--- src/design/bus_pkg.sv ---
package bus_pkg;

    // ------------------------------------------------------------------
    // Basic widths
    // ------------------------------------------------------------------
    typedef logic [31:0] xlen_t;    // Data and address word
    typedef logic [3:0]  be_t;      // One enable per byte lane

    // ------------------------------------------------------------------
    // Core side (req/gnt/rvalid)
    // ------------------------------------------------------------------

    // Data request as the core presents it
    typedef struct packed {
        logic  we;      // 1 = write, 0 = read
        be_t   be;      // Byte lanes touched by a write
        xlen_t addr;    // Byte address
        xlen_t wdata;   // Write payload
    } mem_req_t;

    // Response back to the core, valid with rvalid only
    typedef struct packed {
        xlen_t rdata;
        logic  err;     // Tied low in this fabric
    } mem_rsp_t;

    // ------------------------------------------------------------------
    // ICB command channel
    // ------------------------------------------------------------------
    typedef struct packed {
        logic  read;    // Inverse of core write flag
        xlen_t addr;
        xlen_t wdata;
        be_t   wmask;   // Same as core byte enables
    } icb_cmd_t;

endpackage

--- src/design/map_pkg.sv ---
package map_pkg;

    // ------------------------------------------------------------------
    // Address map of the data port
    // ------------------------------------------------------------------

    // TCM window, size set by tcm_awidth at the top level
    localparam logic [31:0] TCM_BASE    = 32'h8000_0000;

    // Peripheral data window, 256 MB
    localparam logic [31:0] PERIPH_BASE = 32'h1000_0000;
    localparam logic [31:0] PERIPH_MASK = 32'h0fff_ffff;   // Offset bits inside window

    // Result of the address decode
    typedef enum logic [1:0] {
        NONE   = 2'd0,  // Unmapped, never granted
        TCM    = 2'd1,
        PERIPH = 2'd2
    } region_e;

    // Spare encoding 2'd3 left unused

endpackage

--- src/design/data_bus_mux.sv ---
`timescale 1ns/100ps

module data_bus_mux #(
    parameter int tcm_awidth = 12
) (
    input  logic              clk,
    input  logic              rst_n,
    // Core data bus
    input  logic              req_i,
    input  bus_pkg::mem_req_t req_bits_i,
    output logic              gnt_o,
    output logic              rvalid_o,
    output bus_pkg::mem_rsp_t rsp_o,
    // TCM target
    output logic              tcm_sel_o,
    input  logic              tcm_rvalid_i,
    input  bus_pkg::mem_rsp_t tcm_rsp_i,
    // Peripheral bridge
    output logic              icb_sel_o,
    input  logic              icb_gnt_i,
    input  logic              icb_rvalid_i,
    input  bus_pkg::mem_rsp_t icb_rsp_i
);
    import bus_pkg::*;
    import map_pkg::*;

    localparam int xlen = $bits(xlen_t);
    localparam int rsp_w = $bits(mem_rsp_t);

    // Offset bits inside the TCM window
    localparam xlen_t tcm_mask = {{(xlen - tcm_awidth){1'b0}}, {tcm_awidth{1'b1}}};

    region_e region;
    logic    icb_pending;   // Peripheral access granted, response not back yet

    // ------------------------------------------------------------------
    // Address decode
    // ------------------------------------------------------------------
    always_comb begin
        region = NONE;
        if ((req_bits_i.addr & ~tcm_mask) == (TCM_BASE & ~tcm_mask)) begin
            region = TCM;
        end else if ((req_bits_i.addr & ~PERIPH_MASK) == (PERIPH_BASE & ~PERIPH_MASK)) begin
            region = PERIPH;
        end
    end

    // One select at most, none while a peripheral access is open
    assign tcm_sel_o = req_i & ~icb_pending & (region == TCM);
    assign icb_sel_o = req_i & ~icb_pending & (region == PERIPH);

    // TCM takes it at once, bridge waits for ICB ready
    assign gnt_o = tcm_sel_o | (icb_sel_o & icb_gnt_i);

    // ------------------------------------------------------------------
    // Outstanding peripheral access
    // ------------------------------------------------------------------
    always_ff @(posedge clk or negedge rst_n) begin
        if (!rst_n) begin
            icb_pending <= 1'b0;
        end else if (icb_sel_o & icb_gnt_i) begin
            icb_pending <= 1'b1;        // Command went out
        end else if (icb_rvalid_i) begin
            icb_pending <= 1'b0;        // Response handed to core
        end
    end

    // ------------------------------------------------------------------
    // Response merge
    // ------------------------------------------------------------------
    // Valids never overlap, so a plain OR is enough
    assign rvalid_o = tcm_rvalid_i | icb_rvalid_i;
    assign rsp_o    = (tcm_rsp_i & {rsp_w{tcm_rvalid_i}}) |
                      (icb_rsp_i & {rsp_w{icb_rvalid_i}});

endmodule

--- config.mk ---
export PLATFORM = sky130hd
export DESIGN_NAME = data_bus_mux
export DESIGN_NICKNAME = d
export VERILOG_FILES = /design/src/design/bus_pkg.sv /design/src/design/map_pkg.sv /design/src/design/data_bus_mux.sv
export SDC_FILE = /design/constraint.sdc
export NUM_CORES = 1
export LEC_CHECK = 0
export BUFFER_PORTS_ARGS = -buffer_cell sky130_fd_sc_hd__buf_2
export CAP_MARGIN = 10
export CORE_AREA = 2 2 69 71
export CTS_BUF_LIST = sky130_fd_sc_hd__clkbuf_8
export CTS_CLUSTER_SIZE = 24
export DETAILED_ROUTE_END_ITERATION = 7
export DIE_AREA = 0 0 71 73
export SLEW_MARGIN = 20
export SYNTH_ARGS = -nofsm -noshare
export SYNTH_HDL_FRONTEND = slang
export SYNTH_SLANG_ARGS = --single-unit
--- constraint.sdc ---
create_clock -name clk -period 2.7 [get_ports clk]
set_input_delay 0.135 -clock clk [delete_from_list [all_inputs] [get_ports clk]]
set_output_delay 0.135 -clock clk [all_outputs]
set_load 0.01 [all_outputs]
==> out/summary.log <==
[outcome] status completed
[min_path] type of the tightest min-delay check in2async
[clocking] number of gates resized after CTS 0
[grt] GRT Util Overall 0.08599
[power] part of the total power dissipated in the clock network 0
[detailed_routing] number of vias per cell after detailed routing 4.348
[cells_and_area] area added between synthesis and finish 151.9%
[clocking] later-pin clock latency in the skew report 0 ns
[synthesis] average footprint of a synthesized cell 8.235 µm²
[timing] Final setup violation count 0
[critical_path] Worst Path Max Fanout 3
[grt] total congestion overflow 0
[synthesis] Cell Area, Synth 452.9 µm²
[critical_path] worst reg2reg path endpoint icb_pending
[placed_design] count of input and output buffers 128
[cells_and_area] nets@finish 319
[synthesis] Seq/Total Area, Yosys 0.05525
[cells_and_area] Largest Register icb_pending
[detailed_routing] detailed-route wire length per cell 11.64 µm
[cells_and_area] fin util 0.2516
[timing] Worst Skew 0 ns
[critical_path] Critical Path Start Type flip-flop
[critical_path] cell count of the worst reg-to-reg path 3
[cells_and_area] number of antenna repair diodes 0
[critical_path] Worst EP required 2.57 ns
[synthesis] Syn. warnings 0
[placed_design] # placed instances 229
[power] leakage component of the power 0.6949 nW
[timing] sum of negative setup slack 0 ns
[critical_path] CP Class reg2out
[cells_and_area] Largest regs icb_pending: 1 flops
[critical_path] crit path max-delay cell type sky130_fd_sc_hd__nor4b_2
[detailed_routing] wire length reported by the detailed router 2677 µm
[cells_and_area] most common cell after layout, fill and taps aside sky130_fd_sc_hd__buf_2
[cells_and_area] fillers 515
[grt] largest net degree at the start of global routing 36
[grt] via count of the first global-routing pass 830
[synthesis] #FFs+latches synth 1
[critical_path] CP Cell Sequence nor4b_2, nand4_1, o41ai_2, buf_2
[timing] minimum clock period after layout 1.580 ns
[synthesis] post-synth net total 196
[critical_path] endpoint class of the critical path output pin
[floorplan] horizontal extent of the die 71 µm
[cells_and_area] fin cells 230
[timing] number of max-slew violations in the final report 0
[power] share of power burned in registers 0.080
[placed_design] pre-CTS WS 1.110 ns
[floorplan] die area 5183 µm²
[critical_path] slowest stage delay, CP 0.45 ns
[cells_and_area] design area 1141 µm²
[clocking] clock-pin slew on the worst setup and hold paths 0 ns
[power] sw power 0.08010 mW
[critical_path] data arrival time of the critical path 1.44 ns
[timing] maximum achievable frequency 0.6329 GHz
[power] Cell Pwr Density 174.5 nW/µm²
[cells_and_area] most used cells in the layout excluding fill and tap cells sky130_fd_sc_hd__buf_2 (128), sky130_fd_sc_hd__a22o_1 (33), sky130_fd_sc_hd__nor4_1 (3)
[critical_path] Crit Reg-Reg Startpoint icb_pending
[floorplan] core region area 4536 µm²
[cells_and_area] share of layout cells above drive strength 1 0.7500
[floorplan] ports placed on the boundary 178
[detailed_routing] starting DRC count in detailed routing 6
[placed_design] half-perimeter wire length after detailed placement 2274 µm
[grt] antenna violations before repair 0
[flow_run] Max Cap Viol 0
[synthesis] count of mapped cells out of synthesis 55
[timing] RSZ-0062 raised after global routing false
[cells_and_area] flip-flop count of the largest register, all copies and words added 1
[placed_design] area after detailed placement 1131 µm²
[detailed_routing] Residual DRC 0
[floorplan] die height 73 µm
[timing] worst rel slew slack 0.5887
[floorplan] effective utilization at floorplan 0.09986
[power] switching share of power 0.4022
[power] Combinational Power Share 0.920
[grt] first-pass GRT wire length 3629 µm
[placed_design] GP Congestion 0.6932
[timing] slew at the pin with the worst max-slew slack 0.6169 ns
[timing] Final period util 0.5852
[critical_path] setup slack on the worst flop-to-flop path 1.44 ns
[timing] final hold violation count 0
[floorplan] Placement Rows 25
[power] Worst VDD drop 63.38 µV
[timing] final worst-path setup slack 1.120 ns
[detailed_routing] iteration count of the initial detailed-routing pass 3
[synthesis] count of different cell masters after synthesis 14
[detailed_routing] Antenna Violating Nets Remaining 0
[power] internal power component 0.1190 mW
[detailed_routing] Via Count 1000
[cell usage after synthesis]
library cell	instances	area, µm²
sky130_fd_sc_hd__and3b_1	1	8.760
sky130_fd_sc_hd__nor4_1	3	18.77
sky130_fd_sc_hd__nand4b_1	1	8.760
sky130_fd_sc_hd__o41ai_2	1	16.27
sky130_fd_sc_hd__clkbuf_1	8	30.03
sky130_fd_sc_hd__dfrtp_1	1	25.02
sky130_fd_sc_hd__nor4b_2	1	15.01
sky130_fd_sc_hd__nor4b_1	1	8.760
sky130_fd_sc_hd__a22o_1	33	289.0
sky130_fd_sc_hd__nand4_1	1	6.260
sky130_fd_sc_hd__inv_1	1	3.750
sky130_fd_sc_hd__or2_2	1	6.260
sky130_fd_sc_hd__or4_4	1	11.26
sky130_fd_sc_hd__o21ai_0	1	5.000
[power by group through the flow]
stage                     sequential [mW]  clock (mW)  combinational, mW
final                              0.0159           0              0.183
after global routing               0.0159           0              0.199
after CTS                          0.0158           0              0.186
after detailed placement           0.0158           0              0.184
after global placement             0.0158           0              0.182
after floorplan                    0.0158           0             0.0777
[worst max-delay path by stage]
stage	startpoint	endpoint	slack, ns	cells after the start
3_5_place_dp	icb_pending	gnt_o	1.11	4
3_3_place_gp	icb_pending	gnt_o	1.15	4
2_1_floorplan	icb_pending	tcm_sel_o	1.35	3
4_1_cts	icb_pending	gnt_o	1.10	4
6_report	icb_pending	gnt_o	1.12	4
5_1_grt	icb_pending	gnt_o	0.99	4
[worst max-delay path: cells and delay by family, from the launching register on]
| kind | cells | cell delay, ns |
|---|---|---|
| and+or+nand+nor | 2 | 0.65 |
| DFF | 1 | 0.37 |
| AOI/OAI and AO/OA | 1 | 0.24 |
| buffers and inverters | 1 | 0.19 |
[metal layers]
layer	GRT usage	vias to the layer above	wire length, µm
met5	0	-	0
met4	0	0	0
met3	0.01381	0	340
met2	0.1859	92	1318
met1	0.09061	422	1018
li1	-	486	-
[area by class of cell]
cell class,count,area [µm²],area share
multi-input combinational,45,394.1,0.3454
timing repair buffer,129,650.6,0.5702
tap,54,67.56,0.05921
sequential,1,25.02,0.02193
inverter,1,3.754,0.003289
[per-stage QoR]
| step | total power, mW | hold slack, ns |
|---|---|---|
| 2_1_floorplan | 0.09346 | -0.1606 |
| 3_3_place_gp | 0.1980 | -0.08955 |
| 3_5_place_dp | 0.2001 | -0.08743 |
| 4_1_cts | 0.2016 | 0.4422 |
| 5_1_grt | 0.2153 | 0.4768 |
| 6_report | 0.1991 | 0.4640 |
[what timing repair did]
item,4_1_cts,5_1_grt
buffers inserted,0,0
hold endpoints to repair,1,0
hold buffers,1,0
[logic make-up after synthesis]
logic type / share of synthesized area
buffers and inverters: 0.07458
AND/OR/NAND/NOR: 0.1851
AO/OA/AOI/OAI: 0.6851
flip-flops: 0.05524
(Power assumes the default switching activity.)
