## config.mk

```make
export PLATFORM = sky130hd
export DESIGN_NAME = icb_bridge
export DESIGN_NICKNAME = d
export VERILOG_FILES = /design/src/design/bus_pkg.sv /design/src/design/icb_bridge.sv
export SDC_FILE = /design/constraint.sdc
export NUM_CORES = 1
export LEC_CHECK = 0
export ABC_AREA = 1
export BUFFER_PORTS_ARGS = -buffer_cell sky130_fd_sc_hd__buf_4
export CORE_AREA = 2 2 81 83
export CTS_BUF_LIST = sky130_fd_sc_hd__clkbuf_8
export DETAILED_ROUTE_END_ITERATION = 8
export DIE_AREA = 0 0 83 85
export GPL_TIMING_DRIVEN = 0
export PLACE_DENSITY = 0.83
export SLEW_MARGIN = 5
export SYNTH_ARGS = -nofsm -noshare
export SYNTH_HDL_FRONTEND = slang
export SYNTH_SLANG_ARGS = --single-unit
```

## constraint.sdc

```tcl
create_clock -name clk -period 1 [get_ports clk]
set_input_delay 0.15 -clock clk [delete_from_list [all_inputs] [get_ports clk]]
set_output_delay 0.15 -clock clk [all_outputs]
set_load 0.02 [all_outputs]
```

## src/design/bus_pkg.sv

```systemverilog
package bus_pkg;

    // ------------------------------------------------------------------
    // Basic widths
    // ------------------------------------------------------------------
    typedef logic [31:0] xlen_t;    // Data and address word
    typedef logic [3:0]  be_t;      // One enable per byte lane

    // ------------------------------------------------------------------
    // Core side (req/gnt/rvalid)
    // ------------------------------------------------------------------

    // Data request as the core presents it
    typedef struct packed {
        logic  we;      // 1 = write, 0 = read
        be_t   be;      // Byte lanes touched by a write
        xlen_t addr;    // Byte address
        xlen_t wdata;   // Write payload
    } mem_req_t;

    // Response back to the core, valid with rvalid only
    typedef struct packed {
        xlen_t rdata;
        logic  err;     // Tied low in this fabric
    } mem_rsp_t;

    // ------------------------------------------------------------------
    // ICB command channel
    // ------------------------------------------------------------------
    typedef struct packed {
        logic  read;    // Inverse of core write flag
        xlen_t addr;
        xlen_t wdata;
        be_t   wmask;   // Same as core byte enables
    } icb_cmd_t;

endpackage

```

## src/design/icb_bridge.sv

```systemverilog
`timescale 1ns/100ps

module icb_bridge (
    input  logic              clk,
    input  logic              rst_n,
    // Core side, from the data mux
    input  logic              sel_i,
    input  bus_pkg::mem_req_t req_i,
    output logic              gnt_o,
    output logic              rvalid_o,
    output bus_pkg::mem_rsp_t rsp_o,
    // ICB command channel
    output logic              cmd_valid_o,
    input  logic              cmd_ready_i,
    output bus_pkg::icb_cmd_t cmd_o,
    // ICB response channel
    input  logic              rsp_valid_i,
    output logic              rsp_ready_o,
    input  bus_pkg::xlen_t    rsp_rdata_i
);
    import bus_pkg::*;

    logic  rsp_fire;
    xlen_t rdata_q;     // Captured response word

    // ------------------------------------------------------------------
    // Command path, combinational
    // ------------------------------------------------------------------
    assign cmd_valid_o = sel_i;                  // Follows routed request
    assign cmd_o.read  = ~req_i.we;
    assign cmd_o.addr  = req_i.addr;
    assign cmd_o.wdata = req_i.wdata;
    assign cmd_o.wmask = req_i.be;

    assign gnt_o = cmd_valid_o & cmd_ready_i;    // Grant on transfer

    // ------------------------------------------------------------------
    // Response path, one register stage
    // ------------------------------------------------------------------
    assign rsp_ready_o = 1'b1;                   // Always accept
    assign rsp_fire    = rsp_valid_i & rsp_ready_o;

    always_ff @(posedge clk or negedge rst_n) begin
        if (!rst_n) begin
            rvalid_o <= 1'b0;
        end else begin
            rvalid_o <= rsp_fire;
        end
    end

    always_ff @(posedge clk) begin
        if (rsp_fire) begin
            rdata_q <= rsp_rdata_i;
        end
    end

    assign rsp_o.rdata = rvalid_o ? rdata_q : '0;
    assign rsp_o.err   = 1'b0;                   // No bus errors here

endmodule

```

==> metrics.yaml, run 1 <==
global_route:
  antenna_found_initial: 0
  grt_pass1_vias: 1719
  grtUsageMet3: 0.0642
  grt_util_met2: 0.288
  grt-ovfl-total: 0
  grt_pass1_wl_mm: 8.56
  track_usage: 0.155
  use_met1: 0.153
  grt_max_degree: 34
  busiest_layer: "met2"
timing:
  drv_slew: 0
  setup_viol: 33
  finalHoldViolCount: 0
  period_share: 1.32
  rsz0062_at_grt: "yes"
  layout_min_cycle_time_ns: 1.32
  finalWorstSetupSlack_ns: -0.318
  timing.fmax_ghz: 0.758
setup_path:
  critPathCaptureType: "output pin"
  cp.required_ns: 0.85
  critPathLaunchType: "register"
  critical_path_class: "register to output pin"
  cp_max_fo: 6
  arrival_ns: 1.17
cts:
  clk_pin_slew_ns: 0.06
  cts_buffer_depth: 2
  cts_tree: "built"
  cts_root_buffer: "clkbuf_8"
  htree_levels: 2
  numClockSinks: 33
  cts_buffers: 5
route:
  wl_per_cell_um: 14.4
  via_per_inst: 3.94
  antenna_left: 0
  drc: 0
  routed_wirelength_mm: 5.85
  dr.first_iter.drc_count: 28
  first_pass_iters: 4
  vias: 1604
final_layout:
  area_growth_pct: 79.3
  multi_input_comb_area_um2: 149
  drive_gt1_frac: 0.748
  nFillCells: 570
  ff_latch_area_um2: 987
  antennaDiodeCount: 0
  nets: 435
  fin_cells: 407
  final_area_um2: 3250
synthesis:
  synthTopCellsByArea: "edfxtp_1 (53%), buf_4 (29%), inv_1 (7.0%)"
  synth_edf_count: 32
  ys_warn_count: 0
  async_reset_ff_frac: 0.0303
  synth-main-ff-cell: "edfxtp_1"
  syn_nets: 282
  ys_ff_latch: 33
  synth_top_area_cell: "edfxtp_1"
  yosysMostFrequentCell: "buf_4"
  synth_area_um2: 1810
  synth_top_area_share: 0.530
  synth_common_cells: "buf_4 (71), inv_1 (34), nand2_1 (33)"
  yosysUniqueCellTypes: 7
  syn_inst: 176
  ys_seq_area_frac: 0.544
  synth_area_per_cell_um2: 10.3
outcome:
  outcome: "finished, violations left"
  violations: "setup timing"
power_and_ir_drop:
  leakagePower_nw: 1.80
  netSwitchingFraction: 0.268
  switchingPower_mw: 1.07
  share_seq_of_total_power: 0.421
  pwr-share-comb: 0.312
  power_density_nw_per_um2: 1230
  total_power_mw: 3.98
  clock_power_share: 0.267
  worst_ir_drop_vdd_uv: 1110
  p_int_mw: 2.92
floorplan:
  ios: 212
  floorplan.core_area_um2: 6200
  die_area_um2: 7060
  chipWidth_um: 83
  start_util: 0.292
  die_height_um: 85
  rows: 29
placed_design:
  numPortBuffers: 141
  place_area_um2: 2970
  placed_cells: 394
  hpwl_mm: 4.74
  place_congestion: 0.739
job:
  maxCapViolations: 0
hold_path:
  hp-class: "input pin to register"
[stage by stage]
stage	hold WS (ns)	worst slack, ns	TNS [ns]	utilization
after floorplan	-0.146	0.0604	0	-
after global placement	-0.0744	0.00697	0	0.478
after detailed placement	-0.0736	-0.0246	-0.134	0.478
after CTS	0.0378	-0.303	-9.03	0.518
after global routing	0.0321	-0.336	-10.39	0.523
final	0.0462	-0.318	-9.09	0.523
[area by class of cell]
cell class,count,area share
clock buffer,7,0.0297
clock inverter,1,0.00154
buffer,74,0.174
tap,77,0.0297
multi-input combinational,35,0.0458
timing repair buffer,146,0.376
inverter,34,0.0393
sequential,33,0.304
[power by group through the flow]
stage / clock network (mW) / registers (mW) / logic [mW]
floorplan: 0 / 1.69 / 0.620
global placement: 0 / 1.70 / 1.13
detailed placement: 0 / 1.70 / 1.15
CTS: 1.09 / 1.67 / 1.23
global route: 1.15 / 1.69 / 1.32
finish: 1.06 / 1.68 / 1.24
[path summary, 6_finish.rpt]
path,startpoint,end,slack [ns],depth (start not counted)
max in group asynchronous,rst_n,rvalid_o,0.73,2
min,rsp_rdata_i[30],rdata_q[30],0.05,1
min in group asynchronous,rst_n,rvalid_o,0.18,2
max,rvalid_o,rsp_o[4],-0.32,4
[layer usage]
| metal | routed length (µm) | vias to the layer above | share of wire |
|---|---|---|---|
| met5 | 0 | - | 0 |
| met4 | 128 | 0 | 0.022 |
| met3 | 699 | 11 | 0.12 |
| met2 | 3150 | 125 | 0.54 |
| met1 | 1870 | 715 | 0.32 |
| li1 | - | 753 | - |
[cells in the final DEF (no fill, tap or decap), types with 2 or more instances in the layout]
master	count
conb_1	2
inv_1	22
nand2_1	26
inv_2	12
edfxtp_1	32
nand2_2	7
buf_4	182
clkbuf_8	7
buf_6	36
[worst max-delay path, cell delays in order (launching register included)]
cell     delay, ns
dfrtp_2       0.44
buf_2         0.18
nand2_1       0.07
inv_1         0.08
buf_6         0.12
[logic make-up after synthesis]
family	Yosys count	share of synthesized area
and+or+nand+nor	33	0.0684
other	2	0.00415
DFF	33	0.544
buffers and inverters	108	0.383
[sequential cells by signal (all words and copies together), names as in the netlist]
signal / cells
rdata_q: 32
rvalid_o: 1
[timing repair]
action                                  4_1_cts  5_1_grt
gates cloned                                  0        1
hold endpoints to repair                      1        0
resized for setup                            35       17
pin swaps                                     0        0
hold buffers                                  1        0
setup buffers                                 2        1
endpoints found under the setup margin       33       33
(Power assumes the default switching activity.)
==> inputs of run 2 (changes only) <==
- ABC_AREA: 1 -> unset
- BUFFER_PORTS_ARGS: -buffer_cell sky130_fd_sc_hd__buf_4 -> unset
- CORE_AREA: 2 2 81 83 -> 2 2 83 85
- DIE_AREA: 0 0 83 85 -> 0 0 85 87
- DONT_BUFFER_PORTS: unset -> 1
- PLACE_DENSITY: 0.83 -> 0.52
- REMOVE_ABC_BUFFERS: unset -> 1
==> run 2 against run 1 <==
The flow finishes with violations (hold timing, setup timing); power decreased by 27%; flip-flop and latch count unchanged; sequential share of layout area is 26 points higher; wire length up 43%; first-iteration DRC count rose by 3.6%; critical path depth is 3 lower; synthesized cell count is 19% lower; largest power group unchanged; highest routed layer unchanged.
==> metrics.yaml, run 2 <==
setup_path:
  critPathCaptureType: "output pin"
  critPathBufInv: 0
  critical-path-max-stage-delay_ns: 0.61
  critical_path_class: "register to output pin"
  path_cells: "and2_2"
  arrival_ns: 1.19
  cp_max_fo: 33
  crit_family: "flip-flops"
  cp.required_ns: 0.85
  crit_slowest_cell: "dfrtp_4"
  critPathLaunchType: "register"
synthesis:
  synth_top_area_share: 0.536
  synth_xor_area_frac: 0
  syn_inst: 143
  synth_common_cells: "buf_4 (71), and2_2 (32), edfxtp_1 (32)"
  ys_ff_latch: 33
  synth_top_area_cell: "edfxtp_1"
  synthAdderAreaFrac: 0
  synth_area_um2: 1790
  synth_simple_gate_area_share: 0.138
  synthTopCellsByArea: "edfxtp_1 (54%), buf_4 (30%), and2_2 (13%)"
  synth_top_family_by_area: "buffers and inverters"
  yosysMostFrequentCell: "buf_4"
  synth-compound-area-share: 0
  synth_edf_count: 32
  muxShareOfSynthArea: 0
  async_reset_ff_frac: 0.0303
  ys_warn_count: 0
  yosysUniqueCellTypes: 8
  synth-main-ff-cell: "edfxtp_1"
  synth_area_per_cell_um2: 12.5
  ys_seq_area_frac: 0.550
cts:
  htree_levels: 2
  clk_pin_slew_ns: 0.06
  numClockSinks: 33
  cts_tree: "built"
  cts_root_buffer: "clkbuf_8"
  cts_buffers: 5
  cts_hold_buf: 33
  post_cts_buffers: 0
  cts_buffer_depth: 2
placed_design:
  place_congestion: 0.874
  pre_cts_ws_ns: -0.479
  place_area_um2: 1340
  hpwl_mm: 7.53
  numPortBuffers: 0
route:
  wl_per_cell_um: 43.8
  first_pass_iters: 3
  routed_wirelength_mm: 8.37
  dr.first_iter.drc_count: 29
  via_per_inst: 4.38
  drc: 0
  vias: 836
  antenna_left: 0
final_layout:
  nFillCells: 649
  most-common-layout-cells: "dlygate4sd3_1 (33), and2_2 (32), edfxtp_1 (32)"
  area_growth_pct: -1.61
  final_area_um2: 1760
  drive_gt1_frac: 0.364
  layout_commonest_cell: "dlygate4sd3_1"
  nets: 215
  top_regs: "rdata_q x32, rvalid_o x1"
  largest_reg_flops: 32
  top_register: "rdata_q"
power_and_ir_drop:
  worst_ir_drop_vdd_uv: 832
  power_density_nw_per_um2: 1660
  total_power_mw: 2.92
  leakagePower_nw: 0.633
timing:
  rsz0062_at_grt: "yes"
  setup_viol: 33
  drv_slew: 0
  finalHoldViolCount: 33
  holdWs_ns: -0.0903
  period_share: 1.34
  finalWorstSetupSlack_ns: -0.335
  timing.fmax_ghz: 0.749
  layout_min_cycle_time_ns: 1.34
outcome:
  outcome: "finished, violations left"
  violations: "hold timing, setup timing"
global_route:
  grt_pass1_vias: 889
  grt_pass1_wl_mm: 10.1
  track_usage: 0.225
  grt_max_degree: 34
  antenna_found_initial: 1
  grt-ovfl-total: 0
floorplan:
  rows: 30
  die_height_um: 87
  ios: 212
  die_area_um2: 7400
  start_util: 0.273
  chipWidth_um: 85
  floorplan.core_area_um2: 6570
job:
  maxCapViolations: 0
hold_path:
  hp-class: "input pin to register"
run 2: changes by cell type after synthesis:
cell      before  now
inv_1         34    1
nand2_1       33    0
and2_2         0   32
buf_6          3    0
clkbuf_2       0    3
and2_1         0    1
run 2: path summary, 6_finish.rpt:
path / startpoint / endpoint / slack, ns / cells past startpoint
max in group asynchronous: rst_n / rvalid_o / 0.80 / 1
hold / removal: rsp_valid_i / rvalid_o / -0.09 / 0
setup / recovery: rvalid_o / rsp_o[29] / -0.34 / 1
min in group asynchronous: rst_n / rvalid_o / 0.08 / 1
run 2: metrics by stage:
step | cells | TNS (ns) | utilization
3_5_place_dp | 149 | -14.97 | 0.205
4_1_cts | 190 | -11.11 | 0.268
3_3_place_gp | 149 | -12.76 | 0.205
5_1_grt | 190 | -12.94 | 0.268
6_report | 191 | -10.25 | 0.268
2_1_floorplan | 69 | -5.15 | -
run 2: cells by family (layout without fill, tap and decap cells):
family | Yosys count | after routing
DFF | 33 | 33
buffers and inverters | 75 | 42
other | 2 | 3
and+or+nand+nor | 33 | 33
run 2: area by class of cell:
type,instances,area (µm²),share of cell area
antenna,1,2.50,0.00142
clock buffer,5,68.8,0.0390
clock inverter,3,13.8,0.00781
inverter,1,3.75,0.00213
multi-input combinational,35,254,0.144
sequential,33,990,0.561
tap,80,100,0.0568
timing repair buffer,33,330,0.187
run 2: power breakdown:
part | internal, mW | switching [mW] | total (mW) | leakage, nW
registers | 1.64 | 0.0401 | 1.68 | 0.324
clock network | 0.471 | 0.447 | 0.918 | 0.0491
logic | 0.148 | 0.180 | 0.328 | 0.260
total | 2.26 | 0.667 | 2.92 | 0.633
run 2: metal layers:
| layer | share of wire | wire length [µm] | track usage |
|---|---|---|---|
| met1 | 0.21 | 1750 | 0.142 |
| met2 | 0.43 | 3570 | 0.318 |
| met3 | 0.36 | 3020 | 0.383 |
| met4 | 0.0037 | 31 | 0.0390 |
| met5 | 0 | 0 | 0 |
run 2: repair_timing:
| item | 4_1_cts | 5_1_grt |
|---|---|---|
| resized for setup | 2 | 0 |
| endpoints found under the hold margin | 66 | 33 |
| endpoints found under the setup margin | 33 | 33 |
| pin swaps | 0 | 0 |
==> inputs of run 3 (changes only) <==
- PLACE_DENSITY: 0.52 -> 0.53
- clock period: 1 -> 1.15 ns (I/O delays scaled with it)
==> run 3 against run 2 <==
The run ends with setup timing left; final area grew 1.7%; clock-buffer cell count is the same; core utilization grew 0.46 points; critical endpoint is now rsp_o[23].
==> metrics.yaml, run 3 (synthesis gave the netlist of run 2 again) <==
final_layout:
  layout_commonest_cell: "dlygate4sd3_1"
  post-route-util: 0.273
  top_register: "rdata_q"
  top_regs: "rdata_q x32, rvalid_o x1"
  area_growth_pct: 0.0699
  final_area_um2: 1790
  most-common-layout-cells: "dlygate4sd3_1 (34), edfxtp_1 (32), and2_2 (31)"
  nets: 217
  largest_reg_flops: 32
  drive_gt1_frac: 0.357
global_route:
  grt_pass1_wl_mm: 10.5
  use_met1: 0.139
  grt_util_met2: 0.337
  grt_max_degree: 34
  grt-ovfl-total: 0
  grtUsageMet3: 0.383
  antenna_found_initial: 1
  busiest_layer: "met3"
  grt_pass1_vias: 940
  track_usage: 0.229
setup_path:
  critPathBufInv: 0
  path_cells: "and2_2"
  arrival_ns: 1.21
  critical_path_class: "register to output pin"
  crit_family: "flip-flops"
  cp_max_fo: 33
  cp.required_ns: 0.98
  critPathCaptureType: "output pin"
  critPathLaunchType: "register"
  critical-path-max-stage-delay_ns: 0.62
  crit_slowest_cell: "dfrtp_4"
cts:
  clk_pin_slew_ns: 0.06
  cts_root_buffer: "clkbuf_8"
  numClockSinks: 33
  cts_tree: "built"
  cts_buffers: 5
  cts_buffer_depth: 2
  post_cts_buffers: 0
  htree_levels: 2
timing:
  rsz0062_at_grt: "yes"
  period_share: 1.20
  finalWorstSetupSlack_ns: -0.235
  timing.fmax_ghz: 0.722
  drv_slew: 0
  setup_viol: 32
  layout_min_cycle_time_ns: 1.39
  finalHoldViolCount: 0
power_and_ir_drop:
  worst_ir_drop_vdd_uv: 1030
  power_density_nw_per_um2: 1440
  share_seq_of_total_power: 0.565
  leakagePower_nw: 0.642
  switchingPower_mw: 0.618
  clock_power_share: 0.310
  netSwitchingFraction: 0.239
  pwr-share-comb: 0.125
  p_int_mw: 1.97
route:
  first_pass_iters: 3
  via_per_inst: 4.50
  drc: 0
  antenna_left: 0
  vias: 868
  wl_per_cell_um: 44.5
  routed_wirelength_mm: 8.59
  dr.first_iter.drc_count: 34
floorplan:
  floorplan.core_area_um2: 6570
  chipWidth_um: 85
  rows: 30
  die_area_um2: 7400
  start_util: 0.273
  ios: 212
  die_height_um: 87
placed_design:
  hpwl_mm: 7.43
  place_area_um2: 1340
  numPortBuffers: 0
  place_congestion: 0.836
hold_path:
  hp-class: "input pin to register"
job:
  maxCapViolations: 0
outcome:
  violations: "setup timing"
  outcome: "finished, violations left"
## run 3: cell types whose count changed in the layout (fill, tap and decap cells not counted), sizes merged
cell         delta
dlygate4sd3     +1
buf             +1
inv             -1
clkinv          +1
## run 3: routing by layer
metal / part of all wire / wire [µm]
met1: 0.20 / 1760
met2: 0.43 / 3690
met3: 0.36 / 3090
met4: 0.0061 / 52
met5: 0 / 0
## run 3: per-stage QoR
stage                     instances  TNS, ns  power (mW)  hold WS [ns]  setup WS (ns)
after global routing            192    -8.78        2.68        0.0938         -0.300
after detailed placement        149   -12.05        1.69        -0.123         -0.396
final                           193    -6.76        2.59        0.0994         -0.235
after floorplan                  69    -1.07        1.65        -0.123        -0.0340
after global placement          149    -8.80        1.68        -0.123         -0.292
after CTS                       192    -7.16        2.60        0.0926         -0.242
## run 3: final timing paths
check                      cells after the start        end         from
worst max-delay path                           1  rsp_o[23]     rvalid_o
min in group asynchronous                      1   rvalid_o        rst_n
max in group asynchronous                      1   rvalid_o        rst_n
worst min-delay path                           1   rvalid_o  rsp_valid_i
## run 3: what timing repair did
| item | CTS | global route |
|---|---|---|
| hold endpoints to repair | 61 | 0 |
| pin swaps | 0 | 0 |
| endpoints found under the setup margin | 33 | 32 |
| resized for setup | 3 | 0 |
| hold buffers | 35 | 0 |
## run 3: cell type report
type	count	area, µm²
flip-flops and latches	33	990
diodes	1	2.50
multi-input cells	35	255
repair buffers	35	360
clock inverters	3	12.5
inverters	1	3.75
well taps	80	100
fillers	648	4780
clock buffers	5	68.8
## run 3: power groups by stage
stage / Combinational (mW) / Clock (mW) / Sequential (mW)
2_1_floorplan: 0.178 / 0 / 1.47
3_3_place_gp: 0.198 / 0 / 1.48
3_5_place_dp: 0.197 / 0 / 1.49
4_1_cts: 0.320 / 0.819 / 1.46
5_1_grt: 0.340 / 0.868 / 1.47
6_report: 0.323 / 0.803 / 1.46
